$ cat config.mk
export PLATFORM = sky130hd
export DESIGN_NAME = mul_unit
export DESIGN_NICKNAME = d
export VERILOG_FILES = /design/src/hw/exec_pkg.sv /design/src/hw/mul_unit.sv
export SDC_FILE = /design/constraint.sdc
export NUM_CORES = 2
export LEC_CHECK = 0
export ABC_AREA = 1
export BUFFER_PORTS_ARGS = -buffer_cell sky130_fd_sc_hd__buf_2
export CORE_MARGIN = 8
export CORE_UTILIZATION = 65
export DETAILED_ROUTE_END_ITERATION = 7
export PLACE_DENSITY_LB_ADDON = 0.15
export SYNTH_ARGS = -nofsm -noshare
export SYNTH_HDL_FRONTEND = slang
export SYNTH_SLANG_ARGS = --single-unit
$ cat constraint.sdc
create_clock -name vclk -period 8.85
set_input_delay 1.3275 -clock vclk [all_inputs]
set_output_delay 1.3275 -clock vclk [all_outputs]
set_load 0.05 [all_outputs]
$ cat src/hw/exec_pkg.sv
package exec_pkg;

    localparam int XLEN       = 32;
    localparam int REG_AW     = 5;
    localparam int SHAMT_W    = $clog2(XLEN);
    localparam int DIV_CYCLES = 33;                 // Stall length of one divide
    localparam int DIV_ITERS  = DIV_CYCLES - 1;     // RUN cycles after the start cycle
    localparam int DIV_CNT_W  = $clog2(DIV_CYCLES);

    typedef enum logic [3:0] {
        ADD, SUB, AND, OR, XOR,
        SLL, SRL, SRA,
        SLT, SLTU,
        LUI                                         // Passes the immediate
    } alu_op_e;

    // Lane B write data source in MEM
    typedef enum logic [2:0] {
        ALU, MUL_LO, MUL_HI, DIV_QUO, DIV_REM
    } wb_sel_e;

    typedef enum logic [1:0] {
        IDLE, RUN, DONE
    } div_state_e;

    typedef struct packed {
        logic              rf_we;
        logic [REG_AW-1:0] waddr;
        logic [REG_AW-1:0] raddr1;
        logic [REG_AW-1:0] raddr2;
        logic [XLEN-1:0]   rdata1;                  // Register file values, not yet forwarded
        logic [XLEN-1:0]   rdata2;
        logic [XLEN-1:0]   imm;
        logic              src2_imm;
        alu_op_e           alu_op;
    } lane_issue_t;

    typedef struct packed {
        wb_sel_e wb_sel;
        logic    is_signed;                         // Mul and div only
    } lane_b_ext_t;

    typedef struct packed {
        logic              we;
        logic [REG_AW-1:0] waddr;
        logic [XLEN-1:0]   wdata;
    } wb_t;

    typedef struct packed {
        logic [2*XLEN-1:0] pp_lo;                   // x times low half of y
        logic [2*XLEN-1:0] pp_hi;                   // x times high half of y, shifted
    } mul_part_t;

endpackage

$ cat src/hw/mul_unit.sv
`timescale 1ns/100ps

module mul_unit (
    input  logic [exec_pkg::XLEN-1:0]   x,
    input  logic [exec_pkg::XLEN-1:0]   y,
    input  logic                        is_signed,
    input  exec_pkg::mul_part_t         mem_part,
    output exec_pkg::mul_part_t         ex_part,
    output logic [2*exec_pkg::XLEN-1:0] mem_product
);
    import exec_pkg::*;

    localparam int HALF = XLEN / 2;

    logic signed [XLEN:0] xs;                       // x with one extension bit
    logic signed [HALF:0] y_lo;                     // Low half, always non-negative
    logic signed [HALF:0] y_hi;                     // High half carries the sign of y

    assign xs   = {is_signed & x[XLEN-1], x};
    assign y_lo = {1'b0, y[HALF-1:0]};
    assign y_hi = {is_signed & y[XLEN-1], y[XLEN-1:HALF]};

    // 33x17 partial products in EX, sign-extended to 64 bits
    assign ex_part.pp_lo = xs * y_lo;
    assign ex_part.pp_hi = (xs * y_hi) << HALF;

    // Low 64 bits of the MEM sum form the full product
    assign mem_product = mem_part.pp_lo + mem_part.pp_hi;

endmodule

# --- Word-level counts from Yosys, hierarchy flattened ---
# Index checks and enable logic that the tools add are counted.
word_totals:
  input_bits: 193
  latchBits: 0
  romBits: 0
  mem_count: 0
  ramBits: 0
  regBits: 0
  output_inout_bits: 192
op_classes:
  shift: 0
  order_cmp: 0
  muxes: 0
  add_sub_neg: 1
  div: 0
  n_reduce_logical: 0
  eq_ne: 0
  bitwise: 2
  n_mul: 2
ops:
  columns: ["op", "n"]
  rows:
  - ["adder 64 bit", 1]
  - ["multiplier 33 x 17 -> 50 bit", 1]
  - ["multiplier 33 x 17 -> 48 bit", 1]
  - ["AND 1 bit", 2]

# --- Logic depth before layout (Yosys ltp) ---
logic_depth:
  depth_word: 2
  depth_mapped: 30

# --- Least setup slack after synthesis ---
# OpenSTA, ideal clock, no wires.
synth_timing:
  kind: "in2out"
  start: "in x[31] (netlist name)"
  end: "out ex_part[114] (netlist name)"
  arrival_time_ns: 7.349
  path_stages: 26
  path_buffers: 3
  slack_ns: 0.173
  cell_sequence: "clkbuf_1 nand2_1 inv_1 buf_2 nand2_1 inv_1 fa_1 fa_1 inv_1 fa_1 fa_1 inv_1 fa_1 inv_1 fa_1 inv_1 ha_1 nand2_1 nor2_1 nand2_1 nor2_1 nand3_1 nand3_1 nand2_1 nand2_1 buf_4"
synth_lines:
  columns: ["element", "line_no", "rtl"]
  rows:
  - ["from (decl)", "mul_unit.sv:4", "input logic [exec_pkg::XLEN-1:0] x,"]
  - ["to (decl)", "mul_unit.sv:8", "output exec_pkg::mul_part_t ex_part,"]

==> impl_metrics.tcl <==
set metrics [dict create \
    synth_most_common_cell "nand2_1" \
    ant_nets 0 \
    grt_max_degree 34 \
    tightest_slew_ns 0.769 \
    crit_type "in2out" \
    antenna_found_initial 9 \
    vias 42900 \
    grt_overflow 0 \
    finalNetCount 8714 \
    port_buffers 369 \
    row_count 98 \
    final_layout_size_suffix_gt1_share_pct 8.28 \
    grt_pass1_vias 45500 \
    synth_area_sq_mm 0.0469 \
    avgViaCountPerCell 5.26 \
    drv_slew 0 \
    grt_pass1_wl_mm 233 \
    timing.final.crit_share_pct 98.4 \
    stdcell_area_sq_mm 0.0504 \
    die_h_microns 285 \
    synth_top_cells_by_area "fa_1 44%, nand2_1 18%, inv_1 17%, ha_1 7.9%, nor2_1 2.3%" \
    setup-violations-final 0 \
    maxCapViolCount 0 \
    wire_per_inst_microns 17.4 \
    crit_path_max_fanout 23 \
    cp-start-kind "input port" \
    yosysUniqueCellTypes 39 \
    hold_depth 3 \
    fin_crit_ns 8.71 \
    cp_data_required_time_ns 7.52 \
    final_cell_count_no_fill 8151 \
    fin_setup_tns_ns 0 \
    status "complete, no violations" \
    slew-limit-headroom_pct 48.8 \
    hp-class "in2out" \
    cp.arrival_ns 7.38 \
    ios 385 \
    yosys_warnings 0 \
    finalWeightedCongestion 1.05 \
    synth_common_cells "2236 x nand2_1, 2184 x inv_1, 1026 x fa_1" \
    start_util_pct 65.6 \
    whs_endpoint "mem_product[0]" \
    max_freq_ghz 0.115 \
    finalWirelength_mm 142 \
    grt_usage_pct 35.5 \
    netlist_instances 6945 \
    ys_seq_area_share_pct 0 \
    drtIter0Drc 3635 \
    cts_setup_buffers 0 \
    cp-end-kind "primary output" \
    synth_area_leader_cell "fa_1" \
    area_growth_syn_to_layout_pct 7.44 \
    nFlopsAndLatches 0 \
    dpl_cell_area_sq_mm 0.0503 \
    hold_buffers 0 \
    syn_area_per_cell_sq_um 6.75 \
    coreArea_sq_mm 0.0715 \
    hold_viol_final 0 \
    clkbuf_count 0 \
    drc 0 \
    hpwl_mm 124 \
    rsz0062_at_grt "yes" \
    yosysTopAreaCellShare_pct 43.8 \
    regArea_sq_um 0 \
    min-delay-start "mem_part[64]" \
    drt_pass1_iterations 8 \
    dieArea_sq_mm 0.0810 \
    dpl.cell_count 8147 \
    dieWidth_microns 285 \
]
-- cell usage in the layout, fill, tap and decap left out, types with 35 or more instances in the layout --
cell         n
nand2_1   2235
inv_1     2183
fa_1      1026
buf_2      333
ha_1       296
nor2_1     286
nand3_1    161
a21oi_1    144
buf_4      136
xor2_1      76
nand4_1     46
o21ai_0     39
clkbuf_4    35
-- worst max-delay path: stages --
cell      delay [ns]
clkbuf_4        0.35
nand2_1         0.13
fa_1            0.52
inv_1           0.06
fa_1            0.53
inv_1           0.05
fa_1            0.50
inv_1           0.06
fa_1            0.60
fa_1            0.45
fa_1            0.45
ha_1            0.49
nand2_1         0.22
nor2_1          0.16
buf_4           0.14
nand2_1         0.14
inv_1           0.14
nand2_1         0.06
nand2_1         0.08
a21oi_1         0.05
buf_4           0.14
xnor2_1         0.25
buf_4           0.17
buf_2           0.26
-- metrics by stage --
step	hold slack, ns	worst slack (ns)	util, %
after floorplan	3.03	0.173	-
after global routing	3.11	-0.0350	70.5
final	3.09	0.143	70.5
after CTS	3.09	0.00322	70.3
after global placement	3.09	0.0593	70.3
after detailed placement	3.09	0.0224	70.3
-- cells by family (layout without fill, tap and decap cells) --
logic type	after synthesis	count (layout)	synth area share, %
compound gates	228	228	2.69
xor+xnor	93	93	1.74
fa+ha+maj	1322	1322	51.7
other cells	1	20	0.00800
simple gates	2824	2824	23.8
buf+inv	2477	2714	20.1
-- cell type report --
class	count	area [sq um]
tap	950	1190
antenna	4	10.0
inverter	2186	8210
fill	6209	21100
timing repair buffer	528	3420
multi-input combinational	4483	37600
-- how the worst max path moves through the flow --
| stage | startpoint | to | depth (start not counted) | slack (ns) |
|---|---|---|---|---|
| after floorplan | x[31] | ex_part[114] | 26 | 0.17 |
| after global placement | y[2] | ex_part[88] | 26 | 0.06 |
| after detailed placement | y[2] | ex_part[119] | 24 | 0.02 |
| after CTS | y[2] | ex_part[119] | 22 | 0.003 |
| after global routing | y[5] | ex_part[125] | 27 | -0.04 |
| final | y[3] | ex_part[88] | 24 | 0.14 |
-- routing by layer --
metal | share of wire [%] | wire [microns] | track usage, %
met2 | 47 | 66800 | 59.1
met5 | 0.046 | 65 | 0
met4 | 5.1 | 7200 | 15.2
met3 | 8.7 | 12300 | 5.67
met1 | 39 | 55800 | 45.9
-- repair_timing --
action | CTS | global route
gates resized for setup | 0 | 47
endpoints found under the setup margin | 0 | 64
hold endpoints to repair | 0 | 0
Power is left out: the tool's default activity adds up to more than one toggle a clock period on the data nets, which glitch-free logic cannot reach.
