--- src/hw/exec_pkg.sv ---
package exec_pkg;

    localparam int XLEN       = 32;
    localparam int REG_AW     = 5;
    localparam int SHAMT_W    = $clog2(XLEN);
    localparam int DIV_CYCLES = 33;                 // Stall length of one divide
    localparam int DIV_ITERS  = DIV_CYCLES - 1;     // RUN cycles after the start cycle
    localparam int DIV_CNT_W  = $clog2(DIV_CYCLES);

    typedef enum logic [3:0] {
        ADD, SUB, AND, OR, XOR,
        SLL, SRL, SRA,
        SLT, SLTU,
        LUI                                         // Passes the immediate
    } alu_op_e;

    // Lane B write data source in MEM
    typedef enum logic [2:0] {
        ALU, MUL_LO, MUL_HI, DIV_QUO, DIV_REM
    } wb_sel_e;

    typedef enum logic [1:0] {
        IDLE, RUN, DONE
    } div_state_e;

    typedef struct packed {
        logic              rf_we;
        logic [REG_AW-1:0] waddr;
        logic [REG_AW-1:0] raddr1;
        logic [REG_AW-1:0] raddr2;
        logic [XLEN-1:0]   rdata1;                  // Register file values, not yet forwarded
        logic [XLEN-1:0]   rdata2;
        logic [XLEN-1:0]   imm;
        logic              src2_imm;
        alu_op_e           alu_op;
    } lane_issue_t;

    typedef struct packed {
        wb_sel_e wb_sel;
        logic    is_signed;                         // Mul and div only
    } lane_b_ext_t;

    typedef struct packed {
        logic              we;
        logic [REG_AW-1:0] waddr;
        logic [XLEN-1:0]   wdata;
    } wb_t;

    typedef struct packed {
        logic [2*XLEN-1:0] pp_lo;                   // x times low half of y
        logic [2*XLEN-1:0] pp_hi;                   // x times high half of y, shifted
    } mul_part_t;

endpackage

--- src/hw/alu_lane.sv ---
`timescale 1ns/100ps

module alu_lane (
    input  logic [exec_pkg::XLEN-1:0] op1,
    input  logic [exec_pkg::XLEN-1:0] op2_reg,
    input  logic [exec_pkg::XLEN-1:0] imm,
    input  logic                      src2_imm,
    input  exec_pkg::alu_op_e         alu_op,
    output logic [exec_pkg::XLEN-1:0] result
);
    import exec_pkg::*;

    logic [XLEN-1:0]    op2;
    logic [SHAMT_W-1:0] shamt;

    assign op2   = src2_imm ? imm : op2_reg;
    assign shamt = op2[SHAMT_W-1:0];                // Low five bits only

    always_comb begin
        case (alu_op)
            ADD:     result = op1 + op2;
            SUB:     result = op1 - op2;
            AND:     result = op1 & op2;
            OR:      result = op1 | op2;
            XOR:     result = op1 ^ op2;
            SLL:     result = op1 << shamt;
            SRL:     result = op1 >> shamt;
            SRA:     result = $signed(op1) >>> shamt;
            SLT:     result = {{(XLEN-1){1'b0}}, $signed(op1) < $signed(op2)};
            SLTU:    result = {{(XLEN-1){1'b0}}, op1 < op2};
            LUI:     result = imm;
            default: result = '0;
        endcase
    end

    // Upstream decode must only hand over defined opcodes
    always_comb begin
        op_defined: assert (alu_op <= LUI)
            else $error("alu_lane: undefined alu_op %0d", alu_op);
    end

endmodule

--- config.mk ---
export PLATFORM = sky130hd
export DESIGN_NAME = alu_lane
export DESIGN_NICKNAME = d
export VERILOG_FILES = /design/src/hw/exec_pkg.sv /design/src/hw/alu_lane.sv
export SDC_FILE = /design/constraint.sdc
export NUM_CORES = 1
export LEC_CHECK = 0
export BUFFER_PORTS_ARGS = -buffer_cell sky130_fd_sc_hd__buf_2
export CORE_MARGIN = 4
export CORE_UTILIZATION = 45
export DETAILED_ROUTE_END_ITERATION = 6
export PLACE_DENSITY = 0.66
export SLEW_MARGIN = 10
export SYNTH_ARGS = -nofsm -noshare
export SYNTH_HDL_FRONTEND = slang
export SYNTH_SLANG_ARGS = --single-unit
export TNS_END_PERCENT = 30
--- constraint.sdc ---
create_clock -name vclk -period 9.79
set_input_delay 1.4685 -clock vclk [all_inputs]
set_output_delay 1.4685 -clock vclk [all_outputs]
set_load 0.01 [all_outputs]
==> After elaboration in Yosys (flattened, before gate mapping) <==
Index checks and enable logic that the tools add are counted.
{ "word_totals": {"ff_bits": 0, "inputBits": 101, "out_inout_bits": 32, "word_cells": 23} }
{ "op_classes": {"add_sub_neg": 2, "n_lt_le_gt_ge": 2, "n_eq_ne": 10, "n_shift": 3, "mux": 2, "n_bitwise": 3, "reduce_logical": 1} }
{ "op_table": {"columns": ["op", "n"], "rows": [
  ["$pmux W32 S11", 1],
  ["$lt A32 B32 Y1", 2],
  ["$add A32 B32 Y32", 1],
  ["$and A32 B32 Y32", 1],
  ["$mux W32", 1],
  ["$or A32 B32 Y32", 1],
  ["$shl A32 B5 Y32", 1],
  ["$shr A32 B5 Y32", 1],
  ["$sshr A32 B5 Y32", 1],
  ["$sub A32 B32 Y32", 1],
  ["$xor A32 B32 Y32", 1],
  ["$eq A4 B3 Y1 const B", 4],
  ["$eq A4 B4 Y1 const B", 3],
  ["$eq A4 B2 Y1 const B", 2],
  ["$eq A4 B1 Y1 const B", 1],
  ["$logic_not A4 Y1", 1]
]} }

==> Longest topological paths before layout <==
{ "depth": {"ltp_word": 3, "ltp_mapped": 18, "mapped_depth_nobuf": 14} }

==> Least setup slack after synthesis <==
Ideal clock, no wire load.
{ "synth_timing": {"kind": "input port to output port", "startpoint": "in src2_imm", "endpoint": "out result[27] in the netlist's numbering", "arrival_ps": 4974, "required_time_ps": 8321, "path_slack_ps": 3348, "cell_stages": 17, "n_path_buf": 6, "cell_sequence": "buf_6 -> mux2i_4 -> buf_6 -> buf_2 -> buf_2 -> buf_2 -> ha_1 -> buf_4 -> nand3_1 -> a2111oi_4 -> o2111ai_1 -> a2111oi_2 -> nor2_1 -> a2111oi_1 -> a31oi_1 -> xor2_1 -> o21ai_1"} }
{ "synth_between": {"elab_chain_len": 3, "word_cells_on_any_way": 10, "classes_between": "2 x add/sub; 3 x shift; 2 x mux; 3 x bitwise"} }
{ "synth_lines": {"columns": ["item", "line", "source"], "rows": [
  ["start: declaration", "alu_lane.sv:7", "input logic src2_imm,"],
  ["$mux W32 (*)", "alu_lane.sv:16", "assign op2 = src2_imm ? imm : op2_reg;"],
  ["$sub A32 B32 Y32 (tied with other cells)", "alu_lane.sv:22", "SUB: result = op1 - op2;"],
  ["$pmux W32 S11 (*)", "alu_lane.sv:20", "case (alu_op)"],
  ["end: declaration", "alu_lane.sv:9", "output logic [exec_pkg::XLEN-1:0] result"]
]} }
Mark *: on every way between the ends. The rest lies on a longest branch, timed or not.

==> Worst setup path after layout <==
{ "layout_timing": {"startpoint": "in src2_imm", "endpoint": "out result[31] in the netlist's numbering"} }
The elaborated chain is that of the path after synthesis.

==> metrics <==
Vias 11600; number of antenna violations at the first check in global routing 2; Tot GR Track Use between 30 and 40%; Finished Cell Area a little over 0.01 mm^2; Tcrit/Tclk final ~78%; ANT nets after route 0; most frequent cell after synthesis nor2_1; Fin Setup TNS 0 ns; num sequential 0; WP data required 8.32 ns; post-CTS setup buffer count 0; worst stage delay on the critical path between 0.5 and 0.6 ns; crit path launch type primary input; Placed Area 0.0103 mm^2; met3 GRT Util 8.00%; DR pass1 iterations 6; n_diodes 0; # Max-Cap Violations 0; vias in the first global route 10800; Yosys warning total 0; clkbuf count 0; max frequency 131 MHz; crit path DAT 6.14 ns; Post-DP HPWL about 35000 um; WL per Instance around 26 um; fillers 2232; die area about 0.024 mm^2; area occupied by multi-input gates 0.00878 mm^2; leakage 4.68 nW; RSZ-0062 raised after global routing false; number of gates resized after CTS 0; DR vias/cell 6.81; WP buf/inv 4; Synth cell types between 80 and 90; Mean Syn Cell Area 6.96 um^2; CP max FO 49; Util after Layout 48.9%; synth cell count leaders 136 x nor2_1, 129 x a21oi_1, 124 x mux2i_1, 118 x nand2_1, 101 x ha_1; CTS Hold Bufs 0; crit path cell chain buf_2 > buf_4 > mux2i_4 > buf_4 > ha_1 > nor2_1 > o311ai_1 > o21ai_1 > o311ai_1 > a211oi_1 > o31ai_2 > a21oi_1 > or4b_1 > nand2_1 > buf_2; Mapped Area about 0.0097 mm^2; Routed WL 44700 um; slowest CP cell buf_4; first-iteration detailed-routing DRC count 1280; share of cells above drive strength 1 15.3%; area delta synth->final 6.67%; GR Layer Usage met2 52.9%; dpl cells 1706; syn nets 1593; pwr/cell area 71.7 mW/mm^2; Crit path max-delay family compound AO/OA/AOI/OAI gates; Die Height 155 um; IO Pins ~130; worst hold path class primary input to output port; Worst Setup Path Type primary input to output port; DR DRC count 0; Slew @ Worst Pin 0.931 ns; synth top area cells ha_1 13%, mux2i_1 13%, mux4_2 7.7%; cell type with the largest total area after synthesis ha_1; largest net degree at the start of global routing 56; register area 0 um^2; crit end category output port; Final Hold Vio Count 0; Final min period 7.61 ns; post-synthesis instance total about 1400; total power between 0.7 and 0.8 mW; GRT busiest layer met2; met1 GRT Util 51.6%; status finished, final reports clean; row count 53; slew margin rel. between 30% and 40%; sequential share of the synthesized area 0%; nets@finish 1637; Worst VDD drop 0.0000303 V; I/O Buffers 133; Die X roughly 150 um; Slew Limit Fails 0; routability cong. 0.998; grt total ovfl 0; setup violators final 0; core box area 0.0211 mm^2; area share of the largest cell type after synthesis about an eighth; first-pass GRT wire length 67000 um; Initial Util about 46%; Non-Filler Instances 1706
[worst min-delay path, stage by stage]
cell,delay (ns)
buf_2,0.09
a221oi_1,0.07
o2111ai_1,0.10
buf_2,0.13
[per-stage QoR]
step / setup slack, ns / hold WS (ns)
final: 2.18 / 3.32
after global routing: 1.91 / 3.36
after CTS: 2.22 / 3.33
after detailed placement: 2.24 / 3.33
after global placement: 2.25 / 3.32
after floorplan: 3.35 / 3.09
[worst paths after layout]
path / to / slack (ns) / from / cells past startpoint
setup / recovery: result[31] / 2.18 / src2_imm / 15
hold / removal: result[6] / 3.32 / imm[6] / 4
[cell families (layout without fill, tap and decap cells)]
family / count (synthesis) / in the layout / synth area share, %
AO/OA/AOI/OAI: 480 / 480 / 33.4
XOR/XNOR: 28 / 28 / 2.54
adder cells (fa/ha/maj): 103 / 103 / 13.5
buffers and inverters: 210 / 252 / 9.54
multiplexers: 167 / 167 / 22.3
AND/OR/NAND/NOR: 401 / 401 / 18.8
[metal layers]
| metal | vias up | wire length (um) |
|---|---|---|
| li1 | 5274 | - |
| met1 | 5644 | 19300 |
| met2 | 625 | 19200 |
| met3 | 68 | 4860 |
| met4 | 4 | 1270 |
| met5 | - | 19 |
[cells in the final DEF, fill, tap and decap left out, types with 27 or more instances in the layout]
| cell type | netlist | layout |
|---|---|---|
| mux2i_1 | 124 | 124 |
| o21ai_0 | 80 | 80 |
| a21oi_1 | 129 | 129 |
| buf_2 | 26 | 133 |
| nor2_1 | 136 | 135 |
| mux4_2 | 33 | 33 |
| inv_1 | 94 | 94 |
| nor3_1 | 41 | 38 |
| a211oi_1 | 27 | 27 |
| nand2_1 | 118 | 118 |
| ha_1 | 101 | 101 |
[where the power goes]
| group | internal [mW] | switching, mW |
|---|---|---|
| combinational | 0.263 | 0.476 |
| clock | 0 | 0 |
| sequential | 0 | 0 |
| total | 0.263 | 0.476 |
[cell type report]
type               count  share of cell area, %
well taps            275                   3.34
repair buffers       151                   7.77
inverters            101                   3.75
multi-input cells   1179                   85.1
(Power assumes the default switching activity.)
