File: config.mk
export PLATFORM = sky130hd
export DESIGN_NAME = div_unit
export DESIGN_NICKNAME = d
export VERILOG_FILES = /design/src/hw/exec_pkg.sv /design/src/hw/div_unit.sv
export SDC_FILE = /design/constraint.sdc
export NUM_CORES = 1
export LEC_CHECK = 0
export BUFFER_PORTS_ARGS = -buffer_cell sky130_fd_sc_hd__buf_2
export CORE_ASPECT_RATIO = 1.1
export CORE_MARGIN = 2
export CORE_UTILIZATION = 40
export CTS_CLUSTER_SIZE = 14
export DETAILED_ROUTE_END_ITERATION = 8
export PLACE_DENSITY = 0.64
export SYNTH_ARGS = -nofsm -noshare
export SYNTH_HDL_FRONTEND = slang
export SYNTH_SLANG_ARGS = --single-unit
File: constraint.sdc
create_clock -name clk -period 8.45 [get_ports clk]
set_clock_uncertainty 0.2 [all_clocks]
set_input_delay 2.1125 -clock clk [delete_from_list [all_inputs] [get_ports clk]]
set_output_delay 2.1125 -clock clk [all_outputs]
set_load 0.02 [all_outputs]
File: src/hw/exec_pkg.sv
package exec_pkg;

    localparam int XLEN       = 32;
    localparam int REG_AW     = 5;
    localparam int SHAMT_W    = $clog2(XLEN);
    localparam int DIV_CYCLES = 33;                 // Stall length of one divide
    localparam int DIV_ITERS  = DIV_CYCLES - 1;     // RUN cycles after the start cycle
    localparam int DIV_CNT_W  = $clog2(DIV_CYCLES);

    typedef enum logic [3:0] {
        ADD, SUB, AND, OR, XOR,
        SLL, SRL, SRA,
        SLT, SLTU,
        LUI                                         // Passes the immediate
    } alu_op_e;

    // Lane B write data source in MEM
    typedef enum logic [2:0] {
        ALU, MUL_LO, MUL_HI, DIV_QUO, DIV_REM
    } wb_sel_e;

    typedef enum logic [1:0] {
        IDLE, RUN, DONE
    } div_state_e;

    typedef struct packed {
        logic              rf_we;
        logic [REG_AW-1:0] waddr;
        logic [REG_AW-1:0] raddr1;
        logic [REG_AW-1:0] raddr2;
        logic [XLEN-1:0]   rdata1;                  // Register file values, not yet forwarded
        logic [XLEN-1:0]   rdata2;
        logic [XLEN-1:0]   imm;
        logic              src2_imm;
        alu_op_e           alu_op;
    } lane_issue_t;

    typedef struct packed {
        wb_sel_e wb_sel;
        logic    is_signed;                         // Mul and div only
    } lane_b_ext_t;

    typedef struct packed {
        logic              we;
        logic [REG_AW-1:0] waddr;
        logic [XLEN-1:0]   wdata;
    } wb_t;

    typedef struct packed {
        logic [2*XLEN-1:0] pp_lo;                   // x times low half of y
        logic [2*XLEN-1:0] pp_hi;                   // x times high half of y, shifted
    } mul_part_t;

endpackage

File: src/hw/div_unit.sv
`timescale 1ns/100ps

module div_unit (
    input  logic                      clk,
    input  logic                      rst_n,
    input  logic                      start,
    input  logic [exec_pkg::XLEN-1:0] x,
    input  logic [exec_pkg::XLEN-1:0] y,
    input  logic                      is_signed,
    output exec_pkg::div_state_e      state,
    output logic [exec_pkg::XLEN-1:0] quotient,
    output logic [exec_pkg::XLEN-1:0] remainder
);
    import exec_pkg::*;

    logic [DIV_CNT_W-1:0] cnt;
    logic [XLEN-1:0]      quo;                      // Dividend shifts out, quotient bits in
    logic [XLEN-1:0]      rem;
    logic [XLEN-1:0]      dvs;                      // Divisor magnitude
    logic                 neg_q;
    logic                 neg_r;
    logic                 x_neg;
    logic                 y_neg;
    logic [XLEN:0]        rem_shift;
    logic [XLEN:0]        rem_diff;
    logic                 fits;

    assign x_neg     = is_signed & x[XLEN-1];
    assign y_neg     = is_signed & y[XLEN-1];
    assign rem_shift = {rem, quo[XLEN-1]};
    assign rem_diff  = rem_shift - {1'b0, dvs};
    assign fits      = rem_shift >= {1'b0, dvs};

    always_ff @(posedge clk or negedge rst_n) begin
        if (!rst_n) begin
            state <= IDLE;
            cnt   <= '0;
        end else begin
            case (state)
                IDLE: begin
                    if (start) begin
                        state <= RUN;
                        cnt   <= '0;
                    end
                end
                RUN: begin
                    cnt <= cnt + 1'b1;
                    if (cnt == DIV_CNT_W'(DIV_ITERS - 1)) begin
                        state <= DONE;              // Last quotient bit this cycle
                    end
                end
                DONE:    state <= IDLE;             // Results held for one cycle
                default: state <= IDLE;
            endcase
        end
    end

    always_ff @(posedge clk) begin
        if (state == IDLE && start) begin
            quo   <= x_neg ? -x : x;
            dvs   <= y_neg ? -y : y;
            rem   <= '0;
            neg_q <= (x_neg ^ y_neg) & (|y);        // Zero divisor keeps all ones
            neg_r <= x_neg;                         // Remainder follows the dividend
        end else if (state == RUN) begin
            rem <= fits ? rem_diff[XLEN-1:0] : rem_shift[XLEN-1:0];
            quo <= {quo[XLEN-2:0], fits};
        end
    end

    // Sign fix on the magnitudes
    assign quotient  = neg_q ? -quo : quo;
    assign remainder = neg_r ? -rem : rem;

endmodule

After elaboration in Yosys (flattened, before gate mapping). Cells that the tools add are included.

Register bits after elaboration: 106. Input port bits: 68. Output and inout bits: 66. Logic and storage cells: 41.

Add/sub/neg operators: 6. Order comparisons: 1. Equal/unequal tests: 4. Mux-type cells: 12. Bitwise operators: 4. Reduce and logical (&&, ||, !) cells: 7.

Operators by type and width (count): 32-bit two-way mux (7); 32-bit negation (4); 33-bit by 32-bit greater-or-equal comparator with 1-bit output (1); 32-bit OR reduction (1); 32-bit subtractor (1); 6-bit case mux with 2 select lines (1); 6-bit by 1-bit adder with 6-bit output (second input constant) (1); 6-bit by 5-bit == test with 1-bit output (second input constant) (1); 6-bit two-way mux (1); 2-bit two-way mux (2); 2-bit != test (second input constant) (2); 2-bit case mux with 2 select lines (1); 2-bit AND reduction (2); 2-bit nonzero test (2); 1-bit bitwise AND (3); 2-bit by 1-bit == test with 1-bit output (second input constant) (1); 2-bit logical NOT (1); 1-bit logical AND (1); 1-bit XOR (1).

Logic depth before layout (Yosys ltp).
Depth after elaboration: 3. Depth in mapped cells: 13. Mapped depth without buffers: 12.

Worst setup path before layout. OpenSTA, ideal clock, no wires.

Path kind: register to output. Start: register rem[0]. End: output port remainder[30] (netlist bit). Data arrival time: 3.008 ns. Data required time: 6.137 ns. Slack: 3.130 ns. Cell stages (with the launch flop): 10. Buffers on the path: 0. Cell sequence: dfxtp_1 inv_1 ha_1 nand3b_1 or3_4 or4_4 or3_4 or4_4 o41ai_2 xnor2_1.

Cells in the longest elaborated chain, start to end: 2.

Ends and longest elaborated chain: from (decl) (line div_unit.sv:18) `logic [XLEN-1:0] rem;`; from (signal assigned) (line div_unit.sv:66) `rem <= fits ? rem_diff[XLEN-1:0] : rem_shift[XLEN-1:0];`; 32-bit negation (line div_unit.sv:73) `assign remainder = neg_r ? -rem : rem;`; 32-bit two-way mux (line div_unit.sv:73); to (decl) (line div_unit.sv:12) `output logic [exec_pkg::XLEN-1:0] remainder`.

No other way between the ends.

Worst setup path after layout. Same ends and word-level chain as after synthesis.

==> impl_metrics.tcl <==
set metrics [dict create \
    syn-num-nets 1063 \
    slowest_stage_delay_cp_ns 0.54 \
    postSynthAreaPerCell_sq_um 8.55 \
    routed-wl-met3_um 1340 \
    topRoutingLayerUsed "met5" \
    critPathRequiredTime_ns 6.14 \
    slew_viol_final 0 \
    worst_path_max_delay_cell "or4_4" \
    seq_power_share_pct 32.0 \
    path_class "reg -> out" \
    vias_per_cell 5.35 \
    clock_insertion_delay_worst_skew_ns 0.36 \
    highest_count_cells_in_the_layout_ignoring_fill_and_taps "buf_2, nand2_1, o21ai_0, xnor2_1, edfxtp_1" \
    drcViolationCount 0 \
    gp_congestion 0.876 \
    final_period_minus_worst_setup_slack_ns 5.95 \
    final-seq-area_sq_um 2820 \
    prevailing_post_synth_register_cell "edfxtp_1" \
    core_area_sq_um 19900 \
    initial_util_pct 41.0 \
    die_width_um 140 \
    synth_cell_types 56 \
    postSynth.asyncResetShare_pct 7.55 \
    synth_seq_area_share_pct 34.5 \
    critical-path-top-delay-family "simple AND/OR/NAND/NOR gates" \
    cts.clk_slew.worst_paths_ns 0.08 \
    timing.critical_path.from_type "flip-flop" \
    cts-root-to-sink-buffers 2 \
    drt_antenna_net_count 0 \
    ioPinCount 134 \
    ir_drop_mv 0.160 \
    netSwitchingPower_mw 1.42 \
    drt-pass1-iter-count 5 \
    htree_num_levels 3 \
    cp_cell_sequence "inv_1 > ha_1 > nand3b_1 > or3_4 > or4_4 > or3_4 > or4_4 > o41ai_2 > xnor2_1 > buf_2" \
    design.final.nets 1178 \
    port_buffers 133 \
    timing_worst_slew_pin_value_ns 1.07 \
    route.vias.total 7145 \
    flow.area_growth_from_synthesis_pct 14.9 \
    rows 54 \
    wl_met1_um 9330 \
    vertical_die_dimension_um 154 \
    clock_sinks 106 \
    critical_path.max_fanout 5 \
    postCtsSetupRepairBufs 0 \
    p_leak_nw 3.89 \
    final.fill_count 1906 \
    first_pass_grt_wire_length_um 34100 \
    maximum_clock_frequency_ghz 0.168 \
    hold_class "reg -> reg" \
    drt-total-wl_um 20500 \
    worst_ep_arrival_time_ns 3.64 \
    power.total_mw 3.08 \
    ys_seq_elements 106 \
    maxCapViolations 0 \
    critPathBufInv 2 \
    yosysWarningCount 0 \
    ctsRootBufferMaster "clkbuf_16" \
    fin_crit_sh_pct 70.5 \
    fp.dieArea_sq_um 21600 \
    tritoncts_clock_tree "done" \
    report.final.setup_viol 0 \
    reg2reg_setup_slack_ns 3.99 \
    routed_wire_length_per_instance_um 15.3 \
    syn-instance-count 957 \
    layout_commonest_cell "buf_2" \
    multi_input_comb_area_sq_um 5020 \
    cts_hold_buf 0 \
    totalNegativeSetupSlack_ns 0 \
    post_synth_instance_area_sq_um 8180 \
    grt_setup_unrepaired "false" \
    internal_power_mw 1.66 \
    switching_share_pct 46.1 \
    cts-resized-gates 0 \
    post_route_cells_drive_above_1_share_pct 15.8 \
    slew_headroom_pct 28.4 \
    timing.critical_path.to_type "primary output" \
    grt_max_degree 66 \
    pwr_density_cell_nw_per_um2 328 \
    outcome "finished, final reports clean" \
    antenna_found_initial 8 \
    clock_power_share_pct 13.9 \
    first_global_vias 6891 \
    drt_iter0_drc 529 \
    combPwrFrac_pct 54.0 \
    grt.overflow.total 0 \
    track_usage_pct 19.3 \
    number_of_cts_inserted_buffers 9 \
    post-dp-hpwl_um 15600 \
    count_of_final_hold_check_violations 0 \
    met2_wirelength_um 9560 \
    synth_edf_count 66 \
]
Yosys cell counts, drive strengths merged (6+ instances only):
library cell  number  area [sq um]
a21o               8          60.1
a21oi             61           305
a32oi             10          87.6
clkbuf            32           120
dfrtp              8           200
dfxtp             32           641
edfxtp            66          1980
ha                37           463
inv               57           214
mux2i             23           230
nand2            121           454
nand2b            19           119
nand3             18          90.1
nor2              44           165
nor2b              6          37.5
nor3              17          90.1
nor4              10          62.6
o21ai            109           546
o21bai             7          52.6
o31ai             30           225
o41ai             10          95.1
or3               14          97.6
or4               10          82.6
xnor2            104           911
xor2              44           385
path summary, 6_finish.rpt:
kind / depth (start not counted) / startpoint / to
max: 10 / rem[0] / remainder[30]
min: 1 / cnt[5] / state[1]
max reg2reg: 10 / rem[9] / rem[20]
min reg2reg: 1 / cnt[5] / state[1]
max in group asynchronous: 1 / rst_n / cnt[1]
min in group asynchronous: 1 / rst_n / state[0]
layout make-up:
cell class	count	share of cell area [%]
Multi-Input combinational cell	758	53.4
Clock buffer	10	2.54
Sequential cell	106	30.0
Timing Repair Buffer	140	7.64
Clock inverter	6	0.599
Antenna cell	6	0.160
Tap cell	252	3.35
Inverter	57	2.28
worst reg2reg max path, stage by stage (launching register included):
cell	delay, ns
dfxtp_1	0.51
ha_1	0.37
and4_1	0.27
a221oi_1	0.39
a21oi_1	0.20
a211oi_1	0.65
a21oi_1	0.31
a31oi_4	0.43
buf_4	0.47
nand2b_1	0.39
o21ai_0	0.16
metal layers:
metal  vias to the layer above  GRT usage, %
li1                       3661             -
met1                      3283          24.4
met2                       174          32.5
met3                        21          5.08
met4                         6          5.48
met5                         -             0
per-stage QoR:
step / cells / worst slack (ns) / util, % / instance area, sq um / hold slack, ns
2_1_floorplan: 957 / 3.13 / - / 8180 / 0.255
3_3_place_gp: 1313 / 2.93 / 45.6 / 9090 / 0.270
3_5_place_dp: 1313 / 2.86 / 45.6 / 9090 / 0.286
4_1_cts: 1329 / 2.47 / 47.1 / 9390 / 0.311
5_1_grt: 1332 / 2.12 / 47.1 / 9390 / 0.348
6_report: 1335 / 2.50 / 47.2 / 9400 / 0.310
kinds of logic (layout without fill, tap and decap cells):
logic type      after synthesis  count (layout)  share of synthesized area [%]
other cells                   0               6                              0
xor+xnor                    148             148                           15.8
flops                       106             106                           34.5
mux                          23              23                           2.81
simple gates                283             283                           16.7
buf+inv                      93             213                           4.39
fa+ha+maj                    38              38                           5.90
compound gates              266             266                           19.9
flip-flops by register name, summed over array words and instances (netlist names):
signal and count:
dvs 32, state 2, neg_q 1, quo 32
rem 32, neg_r 1, cnt 6
power by group through the flow:
| stage | clock (mW) | sequential [mW] | combinational (mW) |
|---|---|---|---|
| 6_report | 0.429 | 0.986 | 1.66 |
| 5_1_grt | 0.459 | 1.02 | 1.86 |
| 4_1_cts | 0.439 | 0.983 | 1.66 |
| 3_5_place_dp | 0 | 0.995 | 1.65 |
| 3_3_place_gp | 0 | 0.985 | 1.64 |
| 2_1_floorplan | 0 | 0.916 | 1.27 |
No activity file was read; power rests on OpenSTA's default activity.
