### src/hw/exec_pkg.sv
package exec_pkg;

    localparam int XLEN       = 32;
    localparam int REG_AW     = 5;
    localparam int SHAMT_W    = $clog2(XLEN);
    localparam int DIV_CYCLES = 33;                 // Stall length of one divide
    localparam int DIV_ITERS  = DIV_CYCLES - 1;     // RUN cycles after the start cycle
    localparam int DIV_CNT_W  = $clog2(DIV_CYCLES);

    typedef enum logic [3:0] {
        ADD, SUB, AND, OR, XOR,
        SLL, SRL, SRA,
        SLT, SLTU,
        LUI                                         // Passes the immediate
    } alu_op_e;

    // Lane B write data source in MEM
    typedef enum logic [2:0] {
        ALU, MUL_LO, MUL_HI, DIV_QUO, DIV_REM
    } wb_sel_e;

    typedef enum logic [1:0] {
        IDLE, RUN, DONE
    } div_state_e;

    typedef struct packed {
        logic              rf_we;
        logic [REG_AW-1:0] waddr;
        logic [REG_AW-1:0] raddr1;
        logic [REG_AW-1:0] raddr2;
        logic [XLEN-1:0]   rdata1;                  // Register file values, not yet forwarded
        logic [XLEN-1:0]   rdata2;
        logic [XLEN-1:0]   imm;
        logic              src2_imm;
        alu_op_e           alu_op;
    } lane_issue_t;

    typedef struct packed {
        wb_sel_e wb_sel;
        logic    is_signed;                         // Mul and div only
    } lane_b_ext_t;

    typedef struct packed {
        logic              we;
        logic [REG_AW-1:0] waddr;
        logic [XLEN-1:0]   wdata;
    } wb_t;

    typedef struct packed {
        logic [2*XLEN-1:0] pp_lo;                   // x times low half of y
        logic [2*XLEN-1:0] pp_hi;                   // x times high half of y, shifted
    } mul_part_t;

endpackage

### src/hw/operand_forward.sv
`timescale 1ns/100ps

module operand_forward (
    input  exec_pkg::lane_issue_t     issue_a,
    input  exec_pkg::lane_issue_t     issue_b,
    input  exec_pkg::wb_t             mem_wb_a,
    input  exec_pkg::wb_t             mem_wb_b,
    input  exec_pkg::wb_t             wb_a,
    input  exec_pkg::wb_t             wb_b,
    output logic [exec_pkg::XLEN-1:0] a1,
    output logic [exec_pkg::XLEN-1:0] a2,
    output logic [exec_pkg::XLEN-1:0] b1,
    output logic [exec_pkg::XLEN-1:0] b2
);
    import exec_pkg::*;

    function automatic logic hit(input wb_t src, input logic [REG_AW-1:0] addr);
        return src.we && (src.waddr == addr);
    endfunction

    // Youngest producer first, lane B before lane A within a stage
    function automatic logic [XLEN-1:0] pick(input logic [REG_AW-1:0] addr,
                                             input logic [XLEN-1:0]   rf_val);
        logic [XLEN-1:0] val;
        if (addr == '0) begin
            val = rf_val;                           // r0 never forwarded
        end else if (hit(mem_wb_b, addr)) begin
            val = mem_wb_b.wdata;
        end else if (hit(mem_wb_a, addr)) begin
            val = mem_wb_a.wdata;
        end else if (hit(wb_b, addr)) begin
            val = wb_b.wdata;
        end else if (hit(wb_a, addr)) begin
            val = wb_a.wdata;
        end else begin
            val = rf_val;
        end
        return val;
    endfunction

    always_comb begin
        a1 = pick(issue_a.raddr1, issue_a.rdata1);
        a2 = pick(issue_a.raddr2, issue_a.rdata2);
        b1 = pick(issue_b.raddr1, issue_b.rdata1);
        b2 = pick(issue_b.raddr2, issue_b.rdata2);
    end

endmodule

### config.mk
export PLATFORM = sky130hd
export DESIGN_NAME = operand_forward
export DESIGN_NICKNAME = d
export VERILOG_FILES = /design/src/hw/exec_pkg.sv /design/src/hw/operand_forward.sv
export SDC_FILE = /design/constraint.sdc
export NUM_CORES = 1
export LEC_CHECK = 0
export BUFFER_PORTS_ARGS = -buffer_cell sky130_fd_sc_hd__buf_2
export CAP_MARGIN = 20
export CORE_AREA = 2 2 201 203
export DETAILED_ROUTE_END_ITERATION = 8
export DIE_AREA = 0 0 203 205
export PLACE_DENSITY = 0.56
export SLEW_MARGIN = 0
export SYNTH_ARGS = -nofsm -noshare
export SYNTH_HDL_FRONTEND = slang
export SYNTH_SLANG_ARGS = --single-unit
### constraint.sdc
create_clock -name vclk -period 5.2
set_input_delay 0.52 -clock vclk [all_inputs]
set_output_delay 0.52 -clock vclk [all_outputs]
set_load 0.01 [all_outputs]
## Word level (Yosys, flattened, before mapping)

Index checks and enable logic that the tools add are counted.

- Register bits after elaboration: 0
- Input port bits: 386
- Output and inout port bits: 128
- Logic and storage cells: 56

- Equal/unequal tests: 16
- Muxes and demuxes: 20
- Reduce and logical (&&, ||, !) cells: 20

Operator list:

| cell | count |
|---|---|
| $mux 32 | 20 |
| $eq 5x5->1 | 16 |
| $logic_not 5->1 | 4 |
| $logic_and 1x1->1 | 16 |

## Logic depth before layout (Yosys ltp)

Gate-level depths: netlist (run 1).

- Depth after elaboration: 7
- Depth in mapped cells: 10
- Gate-level depth less buffers: 5

## Worst setup path after synthesis (run 1)

Ideal clock, no wire load.

- Path type: input to output
- Start point: input port issue_b[103] (netlist bit)
- End point: output port b2[18] (netlist bit)
- Arrival: 2219 ps
- Data required time: 4680 ps
- Path slack: 2461 ps
- Stages: 10
- Path buffers: 5
- Cell sequence: buf_2 -> or4_4 -> buf_6 -> or2_0 -> buf_6 -> nand4_4 -> buf_6 -> buf_8 -> o22ai_1 -> a21oi_1

- Cells in the longest elaborated chain, start to end: 7
- Elaborated cells on any way between the ends: 14
- Classes of those cells: 4 x eq/ne; 5 x mux; 5 x reduce/logical

RTL lines:

| item | RTL line | text |
|---|---|---|
| start: declaration | operand_forward.sv:5 | `input exec_pkg::lane_issue_t issue_b,` |
| $eq 5x5->1 | operand_forward.sv:18 | `return src.we && (src.waddr == addr);` |
| $logic_and 1x1->1 | operand_forward.sv:18 |  |
| $mux 32 | operand_forward.sv:33 | `end else if (hit(wb_a, addr)) begin` |
| $mux 32 | operand_forward.sv:31 | `end else if (hit(wb_b, addr)) begin` |
| $mux 32 | operand_forward.sv:29 | `end else if (hit(mem_wb_a, addr)) begin` |
| $mux 32 | operand_forward.sv:27 | `end else if (hit(mem_wb_b, addr)) begin` |
| $mux 32 (*) | operand_forward.sv:25 | `if (addr == '0) begin` |
| end: declaration | operand_forward.sv:13 | `output logic [exec_pkg::XLEN-1:0] b2` |

Every way passes the cells marked *; elsewhere a longest branch is shown, timed or not.

## Worst setup path after layout (run 1)

- Start point: input port issue_b[105] (netlist bit)
- End point: output port b2[27] (netlist bit)

The elaborated chain is that of the path after synthesis.

==> results.sh, run 1 <==
export IMPL_status="finished, final reports clean"
export IMPL_pwr_density_cell_nw_per_um2=100
export IMPL_wl_per_cell_microns=29.6
export IMPL_min_path_type="in -> out"
export IMPL_drtAntennaViolNets=0
export IMPL_tns_ns=0
export IMPL_regArea_sq_um=0
export IMPL_grt_remaining_overflow=0
export IMPL_cp_end_kind="primary output"
export IMPL_syn2layout_area_growth_pct=29.6
export IMPL_start_kind="input port"
export IMPL_hpwl_mm=41.9
export IMPL_num_vias=14300
export IMPL_flops_and_latches=0
export IMPL_path_max_fanout=39
export IMPL_power_leakage_nw=4.35
export IMPL_multi_input_area_sq_um=7940
export IMPL_worstMarginPinSlew_ns=1.14
export IMPL_synthMuxAreaShare_pct=0
export IMPL_max_freq_ghz=0.244
export IMPL_period_share_pct=79.0
export IMPL_mostFrequentLayoutCell="buf_2"
export IMPL_n_fill_cell=4350
export IMPL_die_h_microns=205
export IMPL_period_needed_ns=4.11
export IMPL_final_layout_size_suffix_gt1_share_pct=30.8
export IMPL_worstHoldStart="issue_a[81]"
export IMPL_dr_pass1_iters=8
export IMPL_hold_slack_ns=1.44
export IMPL_synth_largest_area_cell="a21oi_1"
export IMPL_drt_drc_violations_left=0
export IMPL_final_hold_violation_count=0
export IMPL_grt_usage_pct=29.2
export IMPL_hold_path_end="a1[12]"
export IMPL_crit_family="simple AND/OR/NAND/NOR gates"
export IMPL_routed_wl_mm=64.2
export IMPL_synthAdderAreaFrac_pct=0
export IMPL_clock_buffers=0
export IMPL_synth_cell_area_sq_um=8540
export IMPL_hold_depth=4
export IMPL_cts_resized=0
export IMPL_dieArea_sq_um=41600
export IMPL_ys_top_cells_by_area="a21oi_1 (15%), a21boi_0 (11%), and3_1 (9.9%)"
export IMPL_setup_violations=0
export IMPL_maxCapViolCount=0
export IMPL_cp_required_ns=4.68
export IMPL_ys_seq_area_share_pct=0
export IMPL_cp_slowest_cell="nand4_4"
export IMPL_slowest_delay_ns=0.89
export IMPL_cts_hold_buf=0
export IMPL_synth_simple_area_share_pct=33.4
export IMPL_syn_nets=1754
export IMPL_rows=73
export IMPL_crit_path_frequent_cell="buf_2"
export IMPL_post_cts_buffers=0
export IMPL_grt_pass1_wl_mm=92.6
export IMPL_nets=2028
export IMPL_final_max_slew_violation_count=0
export IMPL_worstPathArrival_ns=3.59
export IMPL_synthCells=1368
export IMPL_cp_buffers_inverters=2
export IMPL_relSlewSlack_pct=24.2
export IMPL_cp_startpoint="issue_b[105]"
export IMPL_grt_max_degree=65
export IMPL_io_pins=514
export IMPL_path_cells="buf_2 > or4_4 > or2_2 > nand4_4 > o2111ai_1 > o22ai_1 > buf_2"
export IMPL_place_congestion=0.905
export IMPL_die_w_microns=203
export IMPL_synth_distinct_cells=41
export IMPL_start_util_pct=21.7
export IMPL_io_buffers=428
export IMPL_synth_avg_cell_area_sq_um=6.24
export IMPL_rsz0062_at_grt="no"
export IMPL_grt_pass1_vias=14400
export IMPL_core_area_sq_um=39400
export IMPL_synth_top_area_share_pct=14.6
export IMPL_ys_warn_count=0
export IMPL_antenna_found_initial=9
export IMPL_synthXorXnorAreaFrac_pct=8.21
export IMPL_synth_compound_area_share_pct=49.2
export IMPL_layout_common_cells="buf_2 (428), a21oi_1 (249), and3_1 (128), o22ai_1 (128), a21boi_0 (121)"
export IMPL_peakVddDrop_mv=0.0588
export IMPL_drt_iter0_markers=2040
export IMPL_vias_per_cell=6.61
export IMPL_cp_depth=7
export IMPL_path_class="in -> out"
export IMPL_synth_top_family_by_area="compound AO/OA/AOI/OAI gates"
through the flow:
stage	power (W)	setup WS [ns]	area, sq um	std cells	utilization, %
finish	0.00111	1.09	11100	2168	28.1
global route	0.00116	1.09	11100	2166	28.1
CTS	0.00106	1.29	11000	2161	27.9
detailed placement	0.00105	1.29	11000	2161	27.9
global placement	0.00104	1.34	11000	2161	27.9
floorplan	0.000539	2.46	8540	1368	-
area by class of cell:
class	count	area share, %
repair buffers	463	22.3
multi-input cells	1177	71.7
diodes	3	0.0678
well taps	525	5.94
how the worst max path moves through the flow:
stage,slack [ns],endpoint
6_report,1.09,b2[27]
2_1_floorplan,2.46,b2[18]
4_1_cts,1.29,b2[23]
5_1_grt,1.09,b2[8]
3_5_place_dp,1.29,b2[27]
3_3_place_gp,1.34,b2[8]
synth_stat cells, types with 11 or more instances:
master    instances
nand2_1          40
a21boi_0        121
o311ai_0         87
and3_1          135
a21oi_1         249
xor2_1           60
nand3b_1         94
o311ai_1         33
xnor2_1          20
o22ai_1         128
buf_2            16
or3_1            39
nor2_1           11
nand2b_1         64
nor3_1           37
clkbuf_1        157
layer usage:
metal / track usage [%] / routed length, microns / vias up
met5: 0 / 38 / -
met4: 13.1 / 3220 / 6
met3: 8.15 / 8740 / 316
met2: 48.2 / 28800 / 1414
met1: 35.3 / 23300 / 6722
li1: - / - / 5883
logic make-up (layout without fill, tap and decap cells):
family,count (synthesis),count (layout)
other,0,3
buffers and inverters,191,463
xor gates and xnor gates,80,80
and+or+nand+nor,452,452
AOI/OAI and AO/OA,645,645
where the power goes:
group / switching (W) / internal [W] / total (W)
logic: 0.000732 / 0.000380 / 0.00111
clock network: 0 / 0.0000000000774 / 0.0000000000774
registers: 0 / 0 / 0
No activity file was read; power rests on OpenSTA's default activity.
==> inputs of run 2 (changes only) <==
--- a/config.mk
+++ b/config.mk
@@ -5,12 +5,13 @@
 export SDC_FILE = /design/constraint.sdc
 export NUM_CORES = 1
 export LEC_CHECK = 0
+export ABC_AREA = 1
 export BUFFER_PORTS_ARGS = -buffer_cell sky130_fd_sc_hd__buf_2
 export CAP_MARGIN = 20
-export CORE_AREA = 2 2 201 203
+export CORE_AREA = 2 2 199 201
 export DETAILED_ROUTE_END_ITERATION = 8
-export DIE_AREA = 0 0 203 205
-export PLACE_DENSITY = 0.56
+export DIE_AREA = 0 0 201 203
+export PLACE_DENSITY = 0.6
 export SLEW_MARGIN = 0
 export SYNTH_ARGS = -nofsm -noshare
 export SYNTH_HDL_FRONTEND = slang
==> constraint.sdc (replaced) <==
create_clock -name vclk -period 3.3
set_input_delay 0.33 -clock vclk [all_inputs]
set_output_delay 0.33 -clock vclk [all_outputs]
set_load 0.01 [all_outputs]
==> run 2 against run 1 <==
Against the previous run:
- count of clock-buffer cells in the layout unchanged
- non-clock buffer count is 23 higher
- critical path depth up 4
- die area fell by 2.0%
- synthesized cell count rose by 50%
- largest cell class unchanged
- first-iteration DRC count shrank 4.1%
- wire length fell by 5.4%
- highest routed layer unchanged
==> results.sh, run 2 <==
export IMPL_hold_path_end="b2[14]"
export IMPL_dieArea_sq_um=40800
export IMPL_worstPathArrival_ns=2.52
export IMPL_grt_pass1_vias=14300
export IMPL_dr_pass1_iters=8
export IMPL_start_kind="input port"
export IMPL_period_needed_ns=2.85
export IMPL_path_max_fanout=64
export IMPL_maxCapViolCount=0
export IMPL_cts_resized=0
export IMPL_ys_top_cells_by_area="nand2_1 (31%), nand3_1 (22%), nor2_1 (12%)"
export IMPL_rsz0062_at_grt="no"
export IMPL_core_area_sq_um=38500
export IMPL_tns_ns=0
export IMPL_max_freq_ghz=0.350
export IMPL_cp_end_kind="primary output"
export IMPL_synth_top_area_share_pct=30.9
export IMPL_synth_largest_area_cell="nand2_1"
export IMPL_synthCells=2051
export IMPL_final_layout_size_suffix_gt1_share_pct=22.8
export IMPL_hpwl_mm=44.3
export IMPL_routed_wl_mm=60.7
export IMPL_min_path_type="in -> out"
export IMPL_period_share_pct=86.5
export IMPL_wl_per_cell_microns=20.9
export IMPL_setup_violations=0
export IMPL_antenna_found_initial=7
export IMPL_power_w=0.00174
export IMPL_grt_max_degree=65
export IMPL_vias_per_cell=5.44
export IMPL_mostFrequentLayoutCell="nand2_1"
export IMPL_relSlewSlack_pct=35.6
export IMPL_yosysMostFrequentCell="nand2_1"
export IMPL_grt_usage_pct=27.8
export IMPL_die_w_microns=201
export IMPL_syn_nets=2437
export IMPL_io_pins=514
export IMPL_ys_warn_count=0
export IMPL_final_max_slew_violation_count=0
export IMPL_flops_and_latches=0
export IMPL_layout_common_cells="nand2_1 (745), buf_2 (428), nand3_1 (390)"
export IMPL_clock_buffers=0
export IMPL_synth_cell_area_sq_um=9080
export IMPL_peakVddDrop_mv=0.0946
export IMPL_grt_remaining_overflow=0
export IMPL_ys_seq_area_share_pct=0
export IMPL_status="finished, final reports clean"
export IMPL_grt_pass1_wl_mm=87.9
export IMPL_final_hold_violation_count=0
export IMPL_synth_avg_cell_area_sq_um=4.43
export IMPL_nets=2767
export IMPL_synthTopCellsByCount="nand2_1 (747), nand3_1 (397), nor2_1 (288)"
export IMPL_power_leakage_nw=6.77
export IMPL_num_vias=15800
export IMPL_start_util_pct=23.6
export IMPL_pwr_density_cell_nw_per_um2=146
export IMPL_worstHoldStart="issue_b[51]"
export IMPL_synth_distinct_cells=28
export IMPL_rows=72
export IMPL_worstMarginPinSlew_ns=0.966
export IMPL_hold_depth=4
export IMPL_cp_required_ns=2.97
export IMPL_final_util_pct=31.0
export IMPL_cts_hold_buf=0
export IMPL_post_cts_buffers=0
export IMPL_io_buffers=428
export IMPL_path_class="in -> out"
export IMPL_regArea_sq_um=0
export IMPL_drt_iter0_markers=1956
export IMPL_drt_drc_violations_left=0
export IMPL_drtAntennaViolNets=0
export IMPL_place_congestion=0.956
export IMPL_die_h_microns=203
export IMPL_syn2layout_area_growth_pct=31.2
==> run 2: changes by cell type after synthesis, sizes merged, moves of 135 or more <==
cell	before	now
and3	135	0
nor2	11	296
inv	0	146
nand2	40	747
nand3	6	400
==> run 2: area by class of cell <==
| cell class | instances | area (sq um) |
|---|---|---|
| fill | 4652 | 26600 |
| multi-input combinational | 1747 | 7970 |
| timing repair buffer | 486 | 2740 |
| tap | 518 | 648 |
| inverter | 146 | 548 |
| antenna | 4 | 10.0 |
==> run 2: worst max path at each step <==
stage / startpoint / end / slack [ns] / cells past startpoint
finish: issue_a[108] / a1[9] / 0.45 / 11
global route: issue_a[108] / a1[5] / 0.28 / 11
CTS: issue_a[108] / a1[9] / 0.55 / 11
detailed placement: issue_a[108] / a1[9] / 0.56 / 11
global placement: issue_b[101] / b2[5] / 0.55 / 12
floorplan: mem_wb_b[34] / b1[16] / 1.39 / 7
==> run 2: cells by family (layout without fill, tap and decap cells) <==
kind of cell | count (synthesis) | in the layout | share of synthesized area (%)
other cells | 0 | 4 | 0
compound gates | 184 | 184 | 11.0
xor+xnor | 14 | 14 | 1.35
buf+inv | 304 | 632 | 14.3
simple gates | 1549 | 1549 | 73.4
==> run 2: routing by layer <==
metal	part of all wire (%)	track usage (%)	up-vias
met5	0.076	0	-
met4	4.2	10.8	6
li1	-	-	7356
met3	12	6.74	205
met2	44	44.4	1200
met1	40	36.1	7027
==> run 2: metrics by stage <==
step	cells	instance area [sq um]	setup slack [ns]	hold slack, ns
5_1_grt	2901	11900	0.280	0.984
4_1_cts	2897	11900	0.551	0.961
2_1_floorplan	2051	9080	1.39	0.784
6_report	2901	11900	0.447	0.956
3_5_place_dp	2897	11900	0.563	0.960
3_3_place_gp	2897	11900	0.550	0.960
==> run 2: power by group <==
part           switching, W    internal [W]
registers                 0               0
logic               0.00117        0.000572
clock network             0  0.000000000163
==> run 2: worst max-delay path, cell delays in order <==
cell and delay [ns]:
buf_2 0.13, inv_1 0.19, o22ai_1 0.11, a21oi_1 0.21
nand3_4 0.68, nor2_1 0.31, nor2_1 0.07, nand2_1 0.08
nand2_1 0.09, nand2_1 0.07, buf_2 0.13
